File: config.mk
export PLATFORM = sky130hd
export DESIGN_NAME = reservation_station_flat
export DESIGN_NICKNAME = d
export VERILOG_FILES = /design/src/fcpu_pkg.sv /design/src/rsv_pkg.sv /design/src/rsv_if.sv /design/src/reservation_station.sv /design/src/flat_wrapper.sv
export SDC_FILE = /design/constraint.sdc
export NUM_CORES = 1
export LEC_CHECK = 0
export BUFFER_PORTS_ARGS = -buffer_cell sky130_fd_sc_hd__buf_2
export CORE_AREA = 2 2 194 177
export DETAILED_ROUTE_END_ITERATION = 12
export DIE_AREA = 0 0 196 179
export GPL_ROUTABILITY_DRIVEN = 1
export GPL_TIMING_DRIVEN = 0
export PLACE_DENSITY = 0.7
export SETUP_SLACK_MARGIN = 0.5
export SYNTH_ARGS = -nofsm -noshare
export SYNTH_HDL_FRONTEND = slang
export SYNTH_SLANG_ARGS = --single-unit
File: constraint.sdc
create_clock -name clk -period 12.64 [get_ports clk]
set_input_delay 1.896 -clock clk [delete_from_list [all_inputs] [get_ports clk]]
set_output_delay 1.896 -clock clk [all_outputs]
set_load 0.1 [all_outputs]
File: src/fcpu_pkg.sv
package fcpu_pkg;

   localparam int DATA_W     = 32;
   localparam int ROB_ID_W   = 5;
   localparam int N_OPERANDS = 2;
   localparam int OP_W       = 3;
   localparam int SHAMT_W    = $clog2(DATA_W);

   typedef enum logic [OP_W-1:0] {
      ALU_ADD = 3'd0,
      ALU_SUB = 3'd1,
      ALU_AND = 3'd2,
      ALU_OR  = 3'd3,
      ALU_XOR = 3'd4,
      ALU_SLL = 3'd5,
      ALU_SRL = 3'd6,
      ALU_SLT = 3'd7
   } alu_op_e;

   typedef struct packed {
      logic                valid;
      logic [ROB_ID_W-1:0] tag;
      logic [DATA_W-1:0]   data;
   } cdb_t;

   function automatic logic [DATA_W-1:0] alu_compute(alu_op_e op,
                                                     logic [DATA_W-1:0] a,
                                                     logic [DATA_W-1:0] b);
      logic [DATA_W-1:0] r;
      case (op)
         ALU_ADD: r = a + b;
         ALU_SUB: r = a - b;
         ALU_AND: r = a & b;
         ALU_OR:  r = a | b;
         ALU_XOR: r = a ^ b;
         ALU_SLL: r = a << b[SHAMT_W-1:0];
         ALU_SRL: r = a >> b[SHAMT_W-1:0];
         // signed compare
         ALU_SLT: r = ($signed(a) < $signed(b)) ? DATA_W'(1) : '0;
         default: r = '0;
      endcase
      return r;
   endfunction

endpackage

File: src/rsv_pkg.sv
package rsv_pkg;

   localparam int N_RS         = 4;
   localparam int RS_SEL_W     = (N_RS > 1) ? $clog2(N_RS) : 1;
   localparam int RS_ENTRIES_W = 2;

   typedef struct packed {
      logic                          filled;
      logic [fcpu_pkg::ROB_ID_W-1:0] tag;
      logic [fcpu_pkg::DATA_W-1:0]   data;
   } src_t;

   typedef struct packed {
      logic [fcpu_pkg::ROB_ID_W-1:0]    rob_id;
      fcpu_pkg::alu_op_e                op;
      logic                             ordered;
      src_t [fcpu_pkg::N_OPERANDS-1:0] src;
   } disp_t;

   typedef struct packed {
      logic [fcpu_pkg::ROB_ID_W-1:0]                          rob_id;
      fcpu_pkg::alu_op_e                                      op;
      logic [fcpu_pkg::N_OPERANDS-1:0][fcpu_pkg::DATA_W-1:0] data;
   } issue_t;

endpackage

File: src/rsv_if.sv
`timescale 1ns/1ps

interface rsv_if;
   import rsv_pkg::*;

   // dispatch side
   logic   disp_valid;
   logic   disp_ready;
   disp_t  disp;

   // issue side
   logic   iss_valid;
   issue_t iss;
   logic   iss_grant;

   modport router (
      output disp_valid,
      output disp,
      input  disp_ready
   );

   modport station (
      input  disp_valid,
      input  disp,
      output disp_ready,
      output iss_valid,
      output iss,
      input  iss_grant
   );

   modport issuer (
      input  iss_valid,
      input  iss,
      output iss_grant
   );

endinterface

File: src/reservation_station.sv
`timescale 1ns/1ps

module reservation_station #(
   parameter int RS_ENTRIES_W = rsv_pkg::RS_ENTRIES_W
) (
   input  logic           clk,
   input  logic           nrst,
   rsv_if.station         rs,
   input  fcpu_pkg::cdb_t i_cdb
);
   import fcpu_pkg::*;
   import rsv_pkg::*;

   typedef struct packed {
      logic                    ordered;
      logic [RS_ENTRIES_W-1:0] seq;
      logic [ROB_ID_W-1:0]     rob_id;
      alu_op_e                 op;
      src_t [N_OPERANDS-1:0]   src;
   } entry_t;

   logic [2**RS_ENTRIES_W-1:0] valid_q;
   entry_t                     entries_q [2**RS_ENTRIES_W];
   entry_t                     new_entry;
   logic [RS_ENTRIES_W-1:0]    seq_q;
   logic [RS_ENTRIES_W-1:0]    rel_q;
   logic [2**RS_ENTRIES_W-1:0] elig_v;
   logic [RS_ENTRIES_W-1:0]    free_idx;
   logic [RS_ENTRIES_W-1:0]    iss_idx;
   logic                       wr_en;
   logic                       rd_en;

   function automatic logic wakes(src_t s, cdb_t c);
      return c.valid && !s.filled && (s.tag == c.tag);
   endfunction

   assign rs.disp_ready = ~&valid_q;
   assign wr_en         = rs.disp_valid && rs.disp_ready;
   assign rd_en         = rs.iss_valid && rs.iss_grant;

   // ordered entries wait for their turn
   always_comb begin
      for (int i = 0; i < 2**RS_ENTRIES_W; i++) begin
         elig_v[i] = valid_q[i] && (!entries_q[i].ordered || entries_q[i].seq == rel_q);
         for (int j = 0; j < N_OPERANDS; j++) begin
            elig_v[i] = elig_v[i] && entries_q[i].src[j].filled;
         end
      end
   end

   // scan downwards so the lowest index wins
   always_comb begin
      free_idx = '0;
      iss_idx  = '0;
      for (int i = 2**RS_ENTRIES_W - 1; i >= 0; i--) begin
         if (!valid_q[i]) begin
            free_idx = RS_ENTRIES_W'(i);
         end
         if (elig_v[i]) begin
            iss_idx = RS_ENTRIES_W'(i);
         end
      end
   end

   assign rs.iss_valid = |elig_v;

   always_comb begin
      rs.iss.rob_id = entries_q[iss_idx].rob_id;
      rs.iss.op     = entries_q[iss_idx].op;
      for (int j = 0; j < N_OPERANDS; j++) begin
         rs.iss.data[j] = entries_q[iss_idx].src[j].data;
      end
   end

   always_comb begin
      new_entry.ordered = rs.disp.ordered;
      new_entry.seq     = seq_q;
      new_entry.rob_id  = rs.disp.rob_id;
      new_entry.op      = rs.disp.op;
      for (int j = 0; j < N_OPERANDS; j++) begin
         new_entry.src[j] = rs.disp.src[j];
         // producer broadcasting in the dispatch cycle
         if (wakes(rs.disp.src[j], i_cdb)) begin
            new_entry.src[j].filled = 1'b1;
            new_entry.src[j].data   = i_cdb.data;
         end
      end
   end

   always_ff @(posedge clk) begin
      if (nrst) begin
         valid_q <= '0;
         seq_q   <= '0;
         rel_q   <= '0;
      end else begin
         if (wr_en) begin
            valid_q[free_idx] <= 1'b1;
            if (rs.disp.ordered) begin
               seq_q <= seq_q + 1'b1;
            end
         end
         if (rd_en) begin
            valid_q[iss_idx] <= 1'b0;
            if (entries_q[iss_idx].ordered) begin
               rel_q <= rel_q + 1'b1;
            end
         end
      end
   end

   // cdb snoop on held entries
   always_ff @(posedge clk) begin
      for (int i = 0; i < 2**RS_ENTRIES_W; i++) begin
         for (int j = 0; j < N_OPERANDS; j++) begin
            if (valid_q[i] && wakes(entries_q[i].src[j], i_cdb)) begin
               entries_q[i].src[j].filled <= 1'b1;
               entries_q[i].src[j].data   <= i_cdb.data;
            end
         end
      end
      if (wr_en) begin
         entries_q[free_idx] <= new_entry;
      end
   end

   a_no_write_full: assert property (@(posedge clk) disable iff (nrst)
      rs.disp_valid |-> rs.disp_ready);

   a_grant_valid: assert property (@(posedge clk) disable iff (nrst)
      rs.iss_grant |-> rs.iss_valid);

endmodule

File: src/flat_wrapper.sv
// flat-port wrapper written by rule: the top's interface ports become plain ports
module reservation_station_flat import fcpu_pkg::*; import rsv_pkg::*;
#(
   parameter int RS_ENTRIES_W = rsv_pkg::RS_ENTRIES_W
)
  (clk, nrst, i_cdb, rs_disp_valid, rs_disp, rs_disp_ready, rs_iss_valid, rs_iss, rs_iss_grant);
  rsv_if rs_i ();
  input  logic clk;
  input  logic nrst;
  input  fcpu_pkg::cdb_t i_cdb;
  input wire logic [$bits(rs_i.disp_valid)-1:0] rs_disp_valid;
  input wire logic [$bits(rs_i.disp)-1:0] rs_disp;
  output wire logic [$bits(rs_i.disp_ready)-1:0] rs_disp_ready;
  output wire logic [$bits(rs_i.iss_valid)-1:0] rs_iss_valid;
  output wire logic [$bits(rs_i.iss)-1:0] rs_iss;
  input wire logic [$bits(rs_i.iss_grant)-1:0] rs_iss_grant;
  assign rs_i.disp_valid = rs_disp_valid;
  assign rs_i.disp = rs_disp;
  assign rs_disp_ready = rs_i.disp_ready;
  assign rs_iss_valid = rs_i.iss_valid;
  assign rs_iss = rs_i.iss;
  assign rs_i.iss_grant = rs_iss_grant;
  reservation_station #(.RS_ENTRIES_W(RS_ENTRIES_W)) u_core (.clk(clk), .nrst(nrst), .rs(rs_i), .i_cdb(i_cdb));
endmodule
== Yosys cells after proc, flatten, opt, wreduce, memory -nomap -nowiden ==
Memories as Yosys holds them, arrays and structs flattened.
Index checks and enable logic that the tools add are counted.

* Register bits: 8
* RAM bits: 348
* Bits of input ports: 127
* Output and inout bits: 74
* Logic and storage cells: 131
* Memories: 1

* $add $sub $neg: 2
* Order comparisons: 4
* Equal/unequal tests: 14
* Mux-type cells: 37
* Bitwise gates (word level): 3
* Reduce and logical (&&, ||, !) cells: 67

{| class="wikitable"
|+ Memories
! name !! words !! bits a word !! rd ports !! clocked after memory_dff !! write ports !! RTL line !! RTL
|-
| u_core.entries_q || 4 || 87 || 5 || 0 || 5 || reservation_station.sv:23 || <nowiki>entry_t entries_q [2**RS_ENTRIES_W];</nowiki>
|}

{| class="wikitable"
|+ Operators with widths
! cell !! count
|-
| 32-bit 2-to-1 mux || 2
|-
| 5-bit equality test || 10
|-
| 1-bit logical AND || 44
|-
| 1-bit 2-to-1 mux || 22
|-
| 2-bit 2-to-1 mux || 8
|-
| 1-bit zero test || 15
|-
| 4-bit 2-to-1 mux || 3
|-
| 2-bit equality test || 4
|-
| 2-bit by 3-bit < comparator with 1-bit output, second input constant || 2
|-
| 2-bit by 1-bit adder with 2-bit output, second input constant || 2
|-
| 4-bit AND || 1
|-
| 1-bit demux with 2-bit select || 2
|-
| 2-bit by 1-bit >= comparator with 1-bit output, second input constant || 2
|-
| 1-bit logical OR || 4
|-
| 4-bit inverter || 1
|-
| 4-bit OR || 1
|-
| 2-bit AND reduction || 2
|-
| 4-bit AND reduction || 1
|-
| 4-bit OR reduction || 1
|}

== Longest topological paths before layout ==
Gate-level depths: netlist of the first run.
An unclocked memory read counts as a cell.

* Word-level depth: 17
* Depth in mapped cells: 9
* Depth with buffers taken out: 6

== Least setup slack after synthesis of the first run ==
Ideal clock, no wire load.

* Path kind: in2reg
* Start point: input port i_cdb[33] (netlist bit)
* End point: memory u_core.entries_q[2][38] (netlist bit), enable pin
* Setup time: 0.514 ns
* Data arrival time: 5.796 ns
* Data required time: 12.126 ns
* Path slack: 6.330 ns
* Stages: 4
* Buffers on the path: 1
* Cells stage by stage: buf_4 -> xnor2_1 -> nand4_1 -> o41ai_1

{| class="wikitable"
|+ RTL lines
! item !! RTL line !! RTL
|-
| start, declared || flat_wrapper.sv:10 || <nowiki>input fcpu_pkg::cdb_t i_cdb;</nowiki>
|-
| end, declared || reservation_station.sv:23 ||
|}

== Worst setup path in the final report of the first run ==
* Start point: register u_core.rel_q[1]
* End point: output port rs_iss[51]

* Word-level cells in the longest chain between the ends: 10
* Elaborated cells on any way between the ends: 25
* Those cells by class: eq/ne: 4; mux: 4; reduce/logical: 16; memory: 1

{| class="wikitable"
|+ Ends and longest elaborated chain
! item !! RTL line !! RTL
|-
| start, declared || reservation_station.sv:26 || <nowiki>logic [RS_ENTRIES_W-1:0] rel_q;</nowiki>
|-
| start signal, assigned || reservation_station.sv:105 || <nowiki>rel_q <= rel_q + 1'b1;</nowiki>
|-
| 2-bit equality test || reservation_station.sv:44 || <nowiki>elig_v[i] = valid_q[i] && (!entries_q[i].ordered || entries_q[i].seq == rel_q);</nowiki>
|-
| 1-bit logical OR || reservation_station.sv:44 ||
|-
| 1-bit logical AND || reservation_station.sv:44 ||
|-
| 1-bit logical AND (2 in a row) || reservation_station.sv:46 || <nowiki>elig_v[i] = elig_v[i] && entries_q[i].src[j].filled;</nowiki>
|-
| 2-bit 2-to-1 mux (3 in a row) || reservation_station.sv:59 || <nowiki>if (elig_v[i]) begin</nowiki>
|-
| 2-bit 2-to-1 mux (*) || reservation_station.sv:59 ||
|-
| memory read 4 x 87 bit (*) || -- ||
|-
| end, declared || flat_wrapper.sv:15 || <nowiki>output wire logic [$bits(rs_i.iss)-1:0] rs_iss;</nowiki>
|}

Every way passes the cells marked *; elsewhere a longest branch is shown, timed or not.

==> flow_summary.json, run 1 <==
{
  "num_vias": 10500,
  "critPathSlowestCell": "nor3_2",
  "cts_buffers": 39,
  "cts.clk_slew.worst_paths_ps": 60,
  "critPathLaunchType": "register",
  "timing.rr.start": "u_core.valid_q[1]$_SDFF_PP0_",
  "tightest_slew_ps": 1160,
  "cts_setup_buffers": 0,
  "syn_to_final_growth_pct": 18.9,
  "period_share_pct": 43.8,
  "ir_drop_mv": 0.131,
  "synthFlopType": "edfxtp_1",
  "ios": 201,
  "first_pass_iters": 9,
  "cts_resized": 0,
  "drt_iter0_markers": 940,
  "die_w_um": 196,
  "grt_max_degree": 27,
  "final_nets": 1470,
  "antenna_found_initial": 7,
  "hold_viol": 0,
  "leakage_nw": 7.22,
  "ant_nets": 0,
  "crit_type": "reg2out",
  "clock.fmax_mhz": 181,
  "critPathTopFamily": "buffers and inverters",
  "vias_per_cell": 5.79,
  "grt_pass1_wl_mm": 62.7,
  "core_area_um2": 33300,
  "avgSynthCellArea_um2": 15.3,
  "syn_inst": 1065,
  "initial_core_util_pct": 49.0,
  "max_slew_margin_pct": 22.3,
  "globalplace.congestion": 0.809,
  "yosysWarnings": 0,
  "ctsHoldBuffers": 0,
  "setup_viol": 0,
  "synth_edf_count": 340,
  "row_count": 64,
  "outcome": "finished clean",
  "grt_pass1_vias": 10400,
  "cp.arrival_ps": 3640,
  "ys_seq_area_share_pct": 64.5,
  "endpoint_kind": "output port",
  "drcViolationCount": 0,
  "grt-ovfl-total": 0,
  "die_area_um2": 35100,
  "ys_seq_elements": 356,
  "holdWs_ps": 523,
  "crit_fanout": 10,
  "finalMaxSlewViolations": 0,
  "hold_class": "reg2reg",
  "synth_cell_type_count": 43,
  "drt_wl_total_mm": 42.8,
  "power_density_nw_per_um2": 147,
  "drive_gt1_share_pct": 44.6,
  "worstPathRequired_ps": 10740,
  "synth_nets": 1192,
  "grt_usage_pct": 24.2,
  "worstPathCellList": "buf_4 -> xor2_1 -> o21ai_1 -> and2_1 -> nor3_2 -> clkbuf_1 -> a222oi_1 -> nand2_1 -> buf_2",
  "fin_crit_ps": 5530,
  "r2r_setup_slack_ps": 9570,
  "cts_tree": "yes",
  "max_stage_delay_ps": 740,
  "root_buffer": "clkbuf_16",
  "finClkSkew_ps": 20.4,
  "io_buffers": 194,
  "avgRoutedWirePerCell_um": 23.7,
  "worstSkewPairLatency_ps": 540,
  "crit_buf_inv": 3,
  "rsz0062_at_grt": "false",
  "h-tree-depth": 2,
  "startpoint": "u_core.rel_q[1]$_SDFFE_PP0P_",
  "clock_sinks": 356,
  "die_y_um": 179,
  "clk_path_buf_depth": 3,
  "syn_area_um2": 16300,
  "setup_tns_ps": 0,
  "min_from": "u_core.entries_q[3][37]$_DFF_P_",
  "dp_hpwl_mm": 29.1,
  "async_flop_share_pct": 0,
  "maxCapViolCount": 0
}
-- placed cells by master (no fill, tap or decap), types with 2 or more instances in the layout --
cell type  synthesis  routed
diode_2            0       6
clkinv_2           0       7
xnor2_1           45      45
a211oi_1           3       3
nand2_1          154     154
buf_2             24     218
xor2_1            14      14
clkbuf_16          0      41
o41ai_2            0       8
clkinv_1           0       9
and2_1             2       2
buf_6             10      12
nand2b_1           5       5
buf_4             14      55
clkbuf_8           0       2
clkbuf_2           3       3
dfxtp_1           16      16
a311oi_1           2       2
or2_2              2       2
mux2_1             7       7
nand3_1            5       5
edfxtp_1         340     340
inv_1              7       7
nand4_1           13      13
and3_1             2       2
clkbuf_1          13      20
a21oi_1           11      11
a222oi_1          72      72
mux2_2           251     251
nor2_1            23      23
-- metrics by stage --
stage | setup WS [ps] | power, mW | util, % | instances | cell area [um^2]
detailed placement | 7620 | 1.81 | 54.7 | 1731 | 18200
global placement | 2600 | 1.80 | 53.5 | 1688 | 17800
CTS | 7040 | 2.87 | 58.2 | 1798 | 19400
global route | 6850 | 2.94 | 58.2 | 1798 | 19400
floorplan | 6330 | 1.69 | - | 1065 | 16300
finish | 7110 | 2.85 | 58.3 | 1804 | 19400
-- power breakdown --
group / switching [mW] / leakage, nW / internal (mW) / total (mW)
logic: 0.303 / 3.38 / 0.117 / 0.420
clock network: 0.451 / 0.584 / 0.619 / 1.07
registers: 0.0175 / 3.25 / 1.35 / 1.36
-- layer usage --
layer | wire length, um | track usage [%] | share of wire (%) | vias up
met2 | 20400 | 40.2 | 48 | 408
met1 | 18200 | 33.1 | 42 | 5206
met4 | 872 | 6.34 | 2.0 | 10
met5 | 73 | 0 | 0.17 | -
li1 | - | - | - | 4755
met3 | 3310 | 4.53 | 7.7 | 75
-- path summary, 6_finish.rpt --
path	endpoint	cells after the start
worst min register to register	u_core.entries_q[3][37]$_DFF_P_	2
worst max register to register	u_core.entries_q[3][68]$_DFFE_PP_	7
worst max-delay path	rs_iss[51]	9
worst min-delay path	u_core.entries_q[3][37]$_DFF_P_	2
-- state kept, by name (all words and copies together) (netlist names) --
name,count
u_core.valid_q,4
u_core.entries_q,348
u_core.rel_q,2
u_core.seq_q,2
-- cells by family (layout without fill, tap and decap cells) --
| kind of cell | Yosys count | count (layout) | synth area share [%] |
|---|---|---|---|
| AO/OA/AOI/OAI | 105 | 105 | 6.05 |
| multiplexers | 258 | 258 | 17.8 |
| flip-flops | 356 | 356 | 64.5 |
| AND/OR/NAND/NOR | 214 | 214 | 5.70 |
| buffers and inverters | 72 | 376 | 2.65 |
| XOR/XNOR | 60 | 60 | 3.27 |
| other | 0 | 6 | 0 |
-- synth_stat cells, types with 2 or more instances --
library cell | n | share of area [%]
a211oi_1 | 3 | 0.14
a21oi_1 | 11 | 0.34
a222oi_1 | 72 | 4.4
a311oi_1 | 2 | 0.11
and2_1 | 2 | 0.077
and3_1 | 2 | 0.077
buf_2 | 24 | 0.74
buf_4 | 14 | 0.64
buf_6 | 10 | 0.69
clkbuf_1 | 13 | 0.30
clkbuf_2 | 3 | 0.092
dfxtp_1 | 16 | 2.0
edfxtp_1 | 340 | 63
inv_1 | 7 | 0.16
mux2_1 | 7 | 0.48
mux2_2 | 251 | 17
nand2_1 | 154 | 3.5
nand2b_1 | 5 | 0.19
nand3_1 | 5 | 0.15
nand4_1 | 13 | 0.50
nor2_1 | 23 | 0.53
o41ai_1 | 9 | 0.48
or2_2 | 2 | 0.077
xnor2_1 | 45 | 2.4
xor2_1 | 14 | 0.75
-- area by class of cell --
cell class              count  area (um^2)
clock inverters            17         98.8
fillers                  2653        13900
diodes                      6         15.0
multi-input cells         637         5420
plain buffers              65          405
well taps                 429          537
flip-flops and latches    356        10500
inverters                   7         26.3
clock buffers              50         1080
repair buffers            237         1300
-- worst min-delay path, delay by kind of cell, from the launching register on --
kind	cells	cell delay (ps)
and+or+nand+nor	1	100
DFF	1	330
AOI/OAI and AO/OA	1	40
Note: power is estimated with default switching activity, not from simulation.
==> inputs of run 2 (changes only) <==
- clock period: 12.64 -> 5.3 ns (I/O delays scaled with it)
==> run 2 against run 1 <==
Clock power increased by 140%. Sequential share of layout area is 0.10 points lower. Setup slack got worse by 6300 ps. Cell count is 1.1% lower. First-iteration DRC count down 1.7%. Via count shrank 1.9%. Largest cell class unchanged. Sequential cell count did not move. Die area did not move. Critical endpoint is now rs_iss[55]. Combinational power is 140% higher. Worst hold slack got worse by 44 ps.
==> flow_summary.json, run 2 (synthesis results as in run 1) <==
{
  "cts_setup_buffers": 0,
  "timing.rr.start": "u_core.valid_q[1]$_SDFF_PP0_",
  "critPathLaunchType": "register",
  "core_area_um2": 33300,
  "num_vias": 10300,
  "startpoint": "u_core.rel_q[0]$_SDFFE_PP0P_",
  "reg.largest.list": "u_core.entries_q: 348 flops, u_core.valid_q: 4 flops",
  "grt_usage_pct": 23.9,
  "initial_core_util_pct": 49.0,
  "cts_resized": 0,
  "period_share_pct": 84.6,
  "crit_type": "reg2out",
  "multi_input_area_um2": 5510,
  "io_buffers": 194,
  "die_y_um": 179,
  "final_nets": 1451,
  "max_slew_margin_pct": 26.0,
  "pwr-share-seq_pct": 47.9,
  "ios": 201,
  "power.switching_mw": 1.85,
  "clock.fmax_mhz": 223,
  "outcome": "finished clean",
  "drcViolationCount": 0,
  "clock_sinks": 356,
  "grt_pass1_wl_mm": 62.3,
  "clkPwrFrac_pct": 37.3,
  "pwr-share-comb_pct": 14.8,
  "rsz0062_at_grt": "false",
  "die_area_um2": 35100,
  "antenna_found_initial": 3,
  "syn_to_final_growth_pct": 19.2,
  "grt_max_degree": 27,
  "fillers": 2690,
  "maxCapViolCount": 0,
  "regMostFlops": "u_core.entries_q",
  "setup_viol": 0,
  "ir_drop_mv": 0.292,
  "largest_reg_flops": 348,
  "power_density_nw_per_um2": 349,
  "ctsHoldBuffers": 0,
  "cp.arrival_ps": 3690,
  "tightest_slew_ps": 1110,
  "layout.area.seq_um2": 10500,
  "dp_hpwl_mm": 27.9,
  "holdWs_ps": 479,
  "cts.clk_slew.worst_paths_ps": 60,
  "grt_pass1_vias": 10300,
  "cts_buffers": 39,
  "worstSkewPairLatency_ps": 530,
  "worstPathRequired_ps": 4510,
  "h-tree-depth": 2,
  "vias_per_cell": 5.75,
  "drt_iter0_markers": 924,
  "first_pass_iters": 6,
  "p_int_mw": 4.94,
  "drive_gt1_share_pct": 43.9,
  "grt-ovfl-total": 0,
  "final_common_cell": "edfxtp_1",
  "row_count": 64,
  "root_buffer": "clkbuf_16",
  "globalplace.congestion": 0.779,
  "clk_path_buf_depth": 3,
  "avgRoutedWirePerCell_um": 23.4,
  "cts_tree": "yes",
  "min_from": "rs_disp[81]",
  "leakage_nw": 7.28,
  "r2r_setup_slack_ps": 2290,
  "finClkSkew_ps": 11.1,
  "finalMaxSlewViolations": 0,
  "endpoint_kind": "output port",
  "fin_util_pct": 58.4,
  "total_power_mw": 6.79,
  "sw_frac_of_total_pct": 27.2,
  "fin_crit_ps": 4480,
  "mostFrequentLayoutCells": "edfxtp_1, mux2_2, buf_2, nand2_1, a222oi_1",
  "crit_fanout": 10,
  "hold_class": "in2reg",
  "drt_wl_total_mm": 41.8,
  "hold_viol": 0,
  "die_w_um": 196,
  "ant_nets": 0
}
==> run 2: critical path: stages, from the launching register on <==
cell and delay, ps:
dfxtp_1 310, buf_4 160, xor2_1 150, o21ai_1 130, and2_1 210, nor3_2 750, clkbuf_1 670, a222oi_1 190
nand2_1 130, buf_2 430
==> run 2: power groups by stage <==
stage          combinational, mW  sequential, mW  clock [mW]
3_5_place_dp                1.00            3.31           0
2_1_floorplan              0.733            3.30           0
4_1_cts                     1.01            3.25        2.58
5_1_grt                     1.06            3.26        2.68
6_report                    1.00            3.25        2.54
3_3_place_gp               0.966            3.31           0
==> run 2: per-layer routing <==
metal	routed length, um	GRT usage (%)	share of wire (%)
met1	17900	33.0	43
met3	3260	4.59	7.8
met4	909	6.47	2.2
met5	25	0	0.060
met2	19700	39.0	47
==> run 2: final timing paths <==
check	to	depth (start not counted)
worst max register to register	u_core.entries_q[3][12]$_DFFE_PP_	7
worst min-delay path	u_core.entries_q[1][80]$_DFFE_PP_	1
worst min register to register	u_core.entries_q[2][85]$_DFFE_PP_	0
worst max-delay path	rs_iss[55]	9
==> run 2: layout make-up <==
class | count | share of cell area, %
flip-flops and latches | 356 | 54.1
multi-input cells | 637 | 28.3
repair buffers | 218 | 6.46
clock buffers | 48 | 5.41
well taps | 429 | 2.76
plain buffers | 65 | 2.08
clock inverters | 20 | 0.637
inverters | 7 | 0.135
diodes | 4 | 0.0515
==> run 2: stage by stage <==
step                      area (um^2)  setup TNS (ps)  setup WS (ps)  instances
after floorplan                 16400               0           1640       1065
final                           19400               0            818       1784
after CTS                       19400               0            780       1780
after global placement          17900          -55680           -391       1688
after global routing            19400               0            658       1780
after detailed placement        18300               0           1360       1712
==> inputs of run 3 (changes only) <==
- clock period: 5.3 -> 4.6 ns (I/O delays scaled with it)
==> run 3 against run 2 <==
Global-route usage barely moved. First-iteration DRC count increased by 5.1%. Register-to-register slack got worse by 690 ps. Setup slack got worse by 180 ps. Die area did not move. Clock power increased by 15%. Largest power group unchanged. Sequential cell count is the same. Power up 15%. Cell count about the same.
==> flow_summary.json, run 3 (synthesis results as in run 1) <==
{
  "outcome": "finished clean",
  "ant_nets": 0,
  "power_density_nw_per_um2": 402,
  "tightest_slew_ps": 1120,
  "antenna_found_initial": 3,
  "finalMaxSlewViolations": 0,
  "regMostFlops": "u_core.entries_q",
  "fin_crit_ps": 3960,
  "cts.clk_slew.worst_paths_ps": 60,
  "clk_path_buf_depth": 3,
  "clock.fmax_mhz": 253,
  "drive_gt1_share_pct": 44.5,
  "crit_type": "reg2out",
  "crit_fanout": 10,
  "leakage_nw": 7.30,
  "mostFrequentLayoutCells": "edfxtp_1, mux2_2, buf_2, nand2_1, a222oi_1",
  "num_vias": 10300,
  "holdWs_ps": 374,
  "globalplace.congestion": 0.779,
  "syn_to_final_growth_pct": 19.3,
  "final_common_cell": "edfxtp_1",
  "finClkSkew_ps": 13.3,
  "grt_max_degree": 27,
  "worstSkewPairLatency_ps": 530,
  "cp.arrival_ps": 3270,
  "rr_worst_depth": 7,
  "cts_setup_buffers": 0,
  "ir_drop_mv": 0.337,
  "maxCapViolCount": 0,
  "die_w_um": 196,
  "worstPathRequired_ps": 3910,
  "min_from": "rs_disp[81]",
  "critPathLaunchType": "register",
  "ctsHoldBuffers": 0,
  "setup_viol": 0,
  "hold_depth": 1,
  "root_buffer": "clkbuf_16",
  "die_y_um": 179,
  "ios": 201,
  "grt_pass1_wl_mm": 62.2,
  "avgRoutedWirePerCell_um": 23.4,
  "initial_core_util_pct": 49.0,
  "io_buffers": 194,
  "hold_viol": 0,
  "first_pass_iters": 7,
  "reg.largest.list": "u_core.entries_q: 348 flops, u_core.valid_q: 4 flops",
  "max_slew_margin_pct": 25.6,
  "vias_per_cell": 5.78,
  "h-tree-depth": 2,
  "clock_sinks": 356,
  "dp_hpwl_mm": 27.9,
  "drcViolationCount": 0,
  "cts_buffers": 39,
  "final_nets": 1451,
  "core_area_um2": 33300,
  "timing.rr.start": "u_core.valid_q[1]$_SDFF_PP0_",
  "startpoint": "u_core.rel_q[0]$_SDFFE_PP0P_",
  "total_power_mw": 7.83,
  "cts_tree": "yes",
  "rsz0062_at_grt": "true",
  "period_share_pct": 86.0,
  "drt_wl_total_mm": 41.8,
  "row_count": 64,
  "grt_pass1_vias": 10300,
  "die_area_um2": 35100,
  "drt_iter0_markers": 971,
  "endpoint_kind": "output port",
  "cts_resized": 2,
  "grt-ovfl-total": 0,
  "grt_usage_pct": 23.9,
  "hold_class": "in2reg",
  "largest_reg_flops": 348
}
[run 3: changes by cell type in the layout (fill, tap and decap cells not counted)]
| cell | previous run | this run |
|---|---|---|
| clkbuf_1 | 20 | 12 |
| clkbuf_2 | 3 | 11 |
| diode_2 | 4 | 3 |
| nor3_2 | 1 | 0 |
| nor3_4 | 0 | 1 |
[run 3: path summary, 6_finish.rpt]
| path | slack [ps] | end |
|---|---|---|
| max | 640 | rs_iss[64] |
| min | 370 | u_core.entries_q[1][80]$_DFFE_PP_ |
| max reg2reg | 1600 | u_core.entries_q[3][12]$_DFFE_PP_ |
| min reg2reg | 530 | u_core.entries_q[2][85]$_DFFE_PP_ |
[run 3: worst max-delay path: stages (launching register included)]
cell and delay (ps):
dfxtp_1 300, buf_4 160, xnor2_2 160, a21boi_4 220
nor2_2 100, o31ai_4 520, clkbuf_1 540, nand2_1 110
nand2_1 160, buf_2 450
[run 3: power by group]
part / internal [mW] / leakage (nW) / total (mW) / switching [mW]
Combinational: 0.323 / 3.47 / 1.16 / 0.834
Sequential: 3.70 / 3.25 / 3.75 / 0.0500
Clock: 1.68 / 0.576 / 2.92 / 1.24
Total: 5.70 / 7.30 / 7.83 / 2.13
[run 3: routing by layer]
metal,vias to the layer above,routed length (um),share of wire (%),global-route usage (%)
li1,4723,-,-,-
met1,5141,18000,43,32.8
met2,390,19700,47,39.0
met3,56,3060,7.3,4.59
met4,4,954,2.3,6.76
met5,-,25,0.060,0
[run 3: layout make-up]
type	instances	area, um^2
inverters	7	26.3
fillers	2685	13900
plain buffers	65	415
well taps	429	537
flip-flops and latches	356	10500
diodes	3	7.51
clock buffers	48	1050
multi-input cells	637	5510
repair buffers	218	1260
clock inverters	20	124
[run 3: metrics by stage]
step / setup TNS [ps] / util [%] / instances / setup slack, ps / area [um^2]
final: 0 / 58.4 / 1783 / 642 / 19500
after global routing: 0 / 58.4 / 1780 / 497 / 19500
after CTS: 0 / 58.4 / 1780 / 518 / 19400
after detailed placement: 0 / 54.8 / 1712 / 765 / 18300
after global placement: -212500 / 53.7 / 1688 / -986 / 17900
after floorplan: 0 / - / 1065 / 1040 / 16400
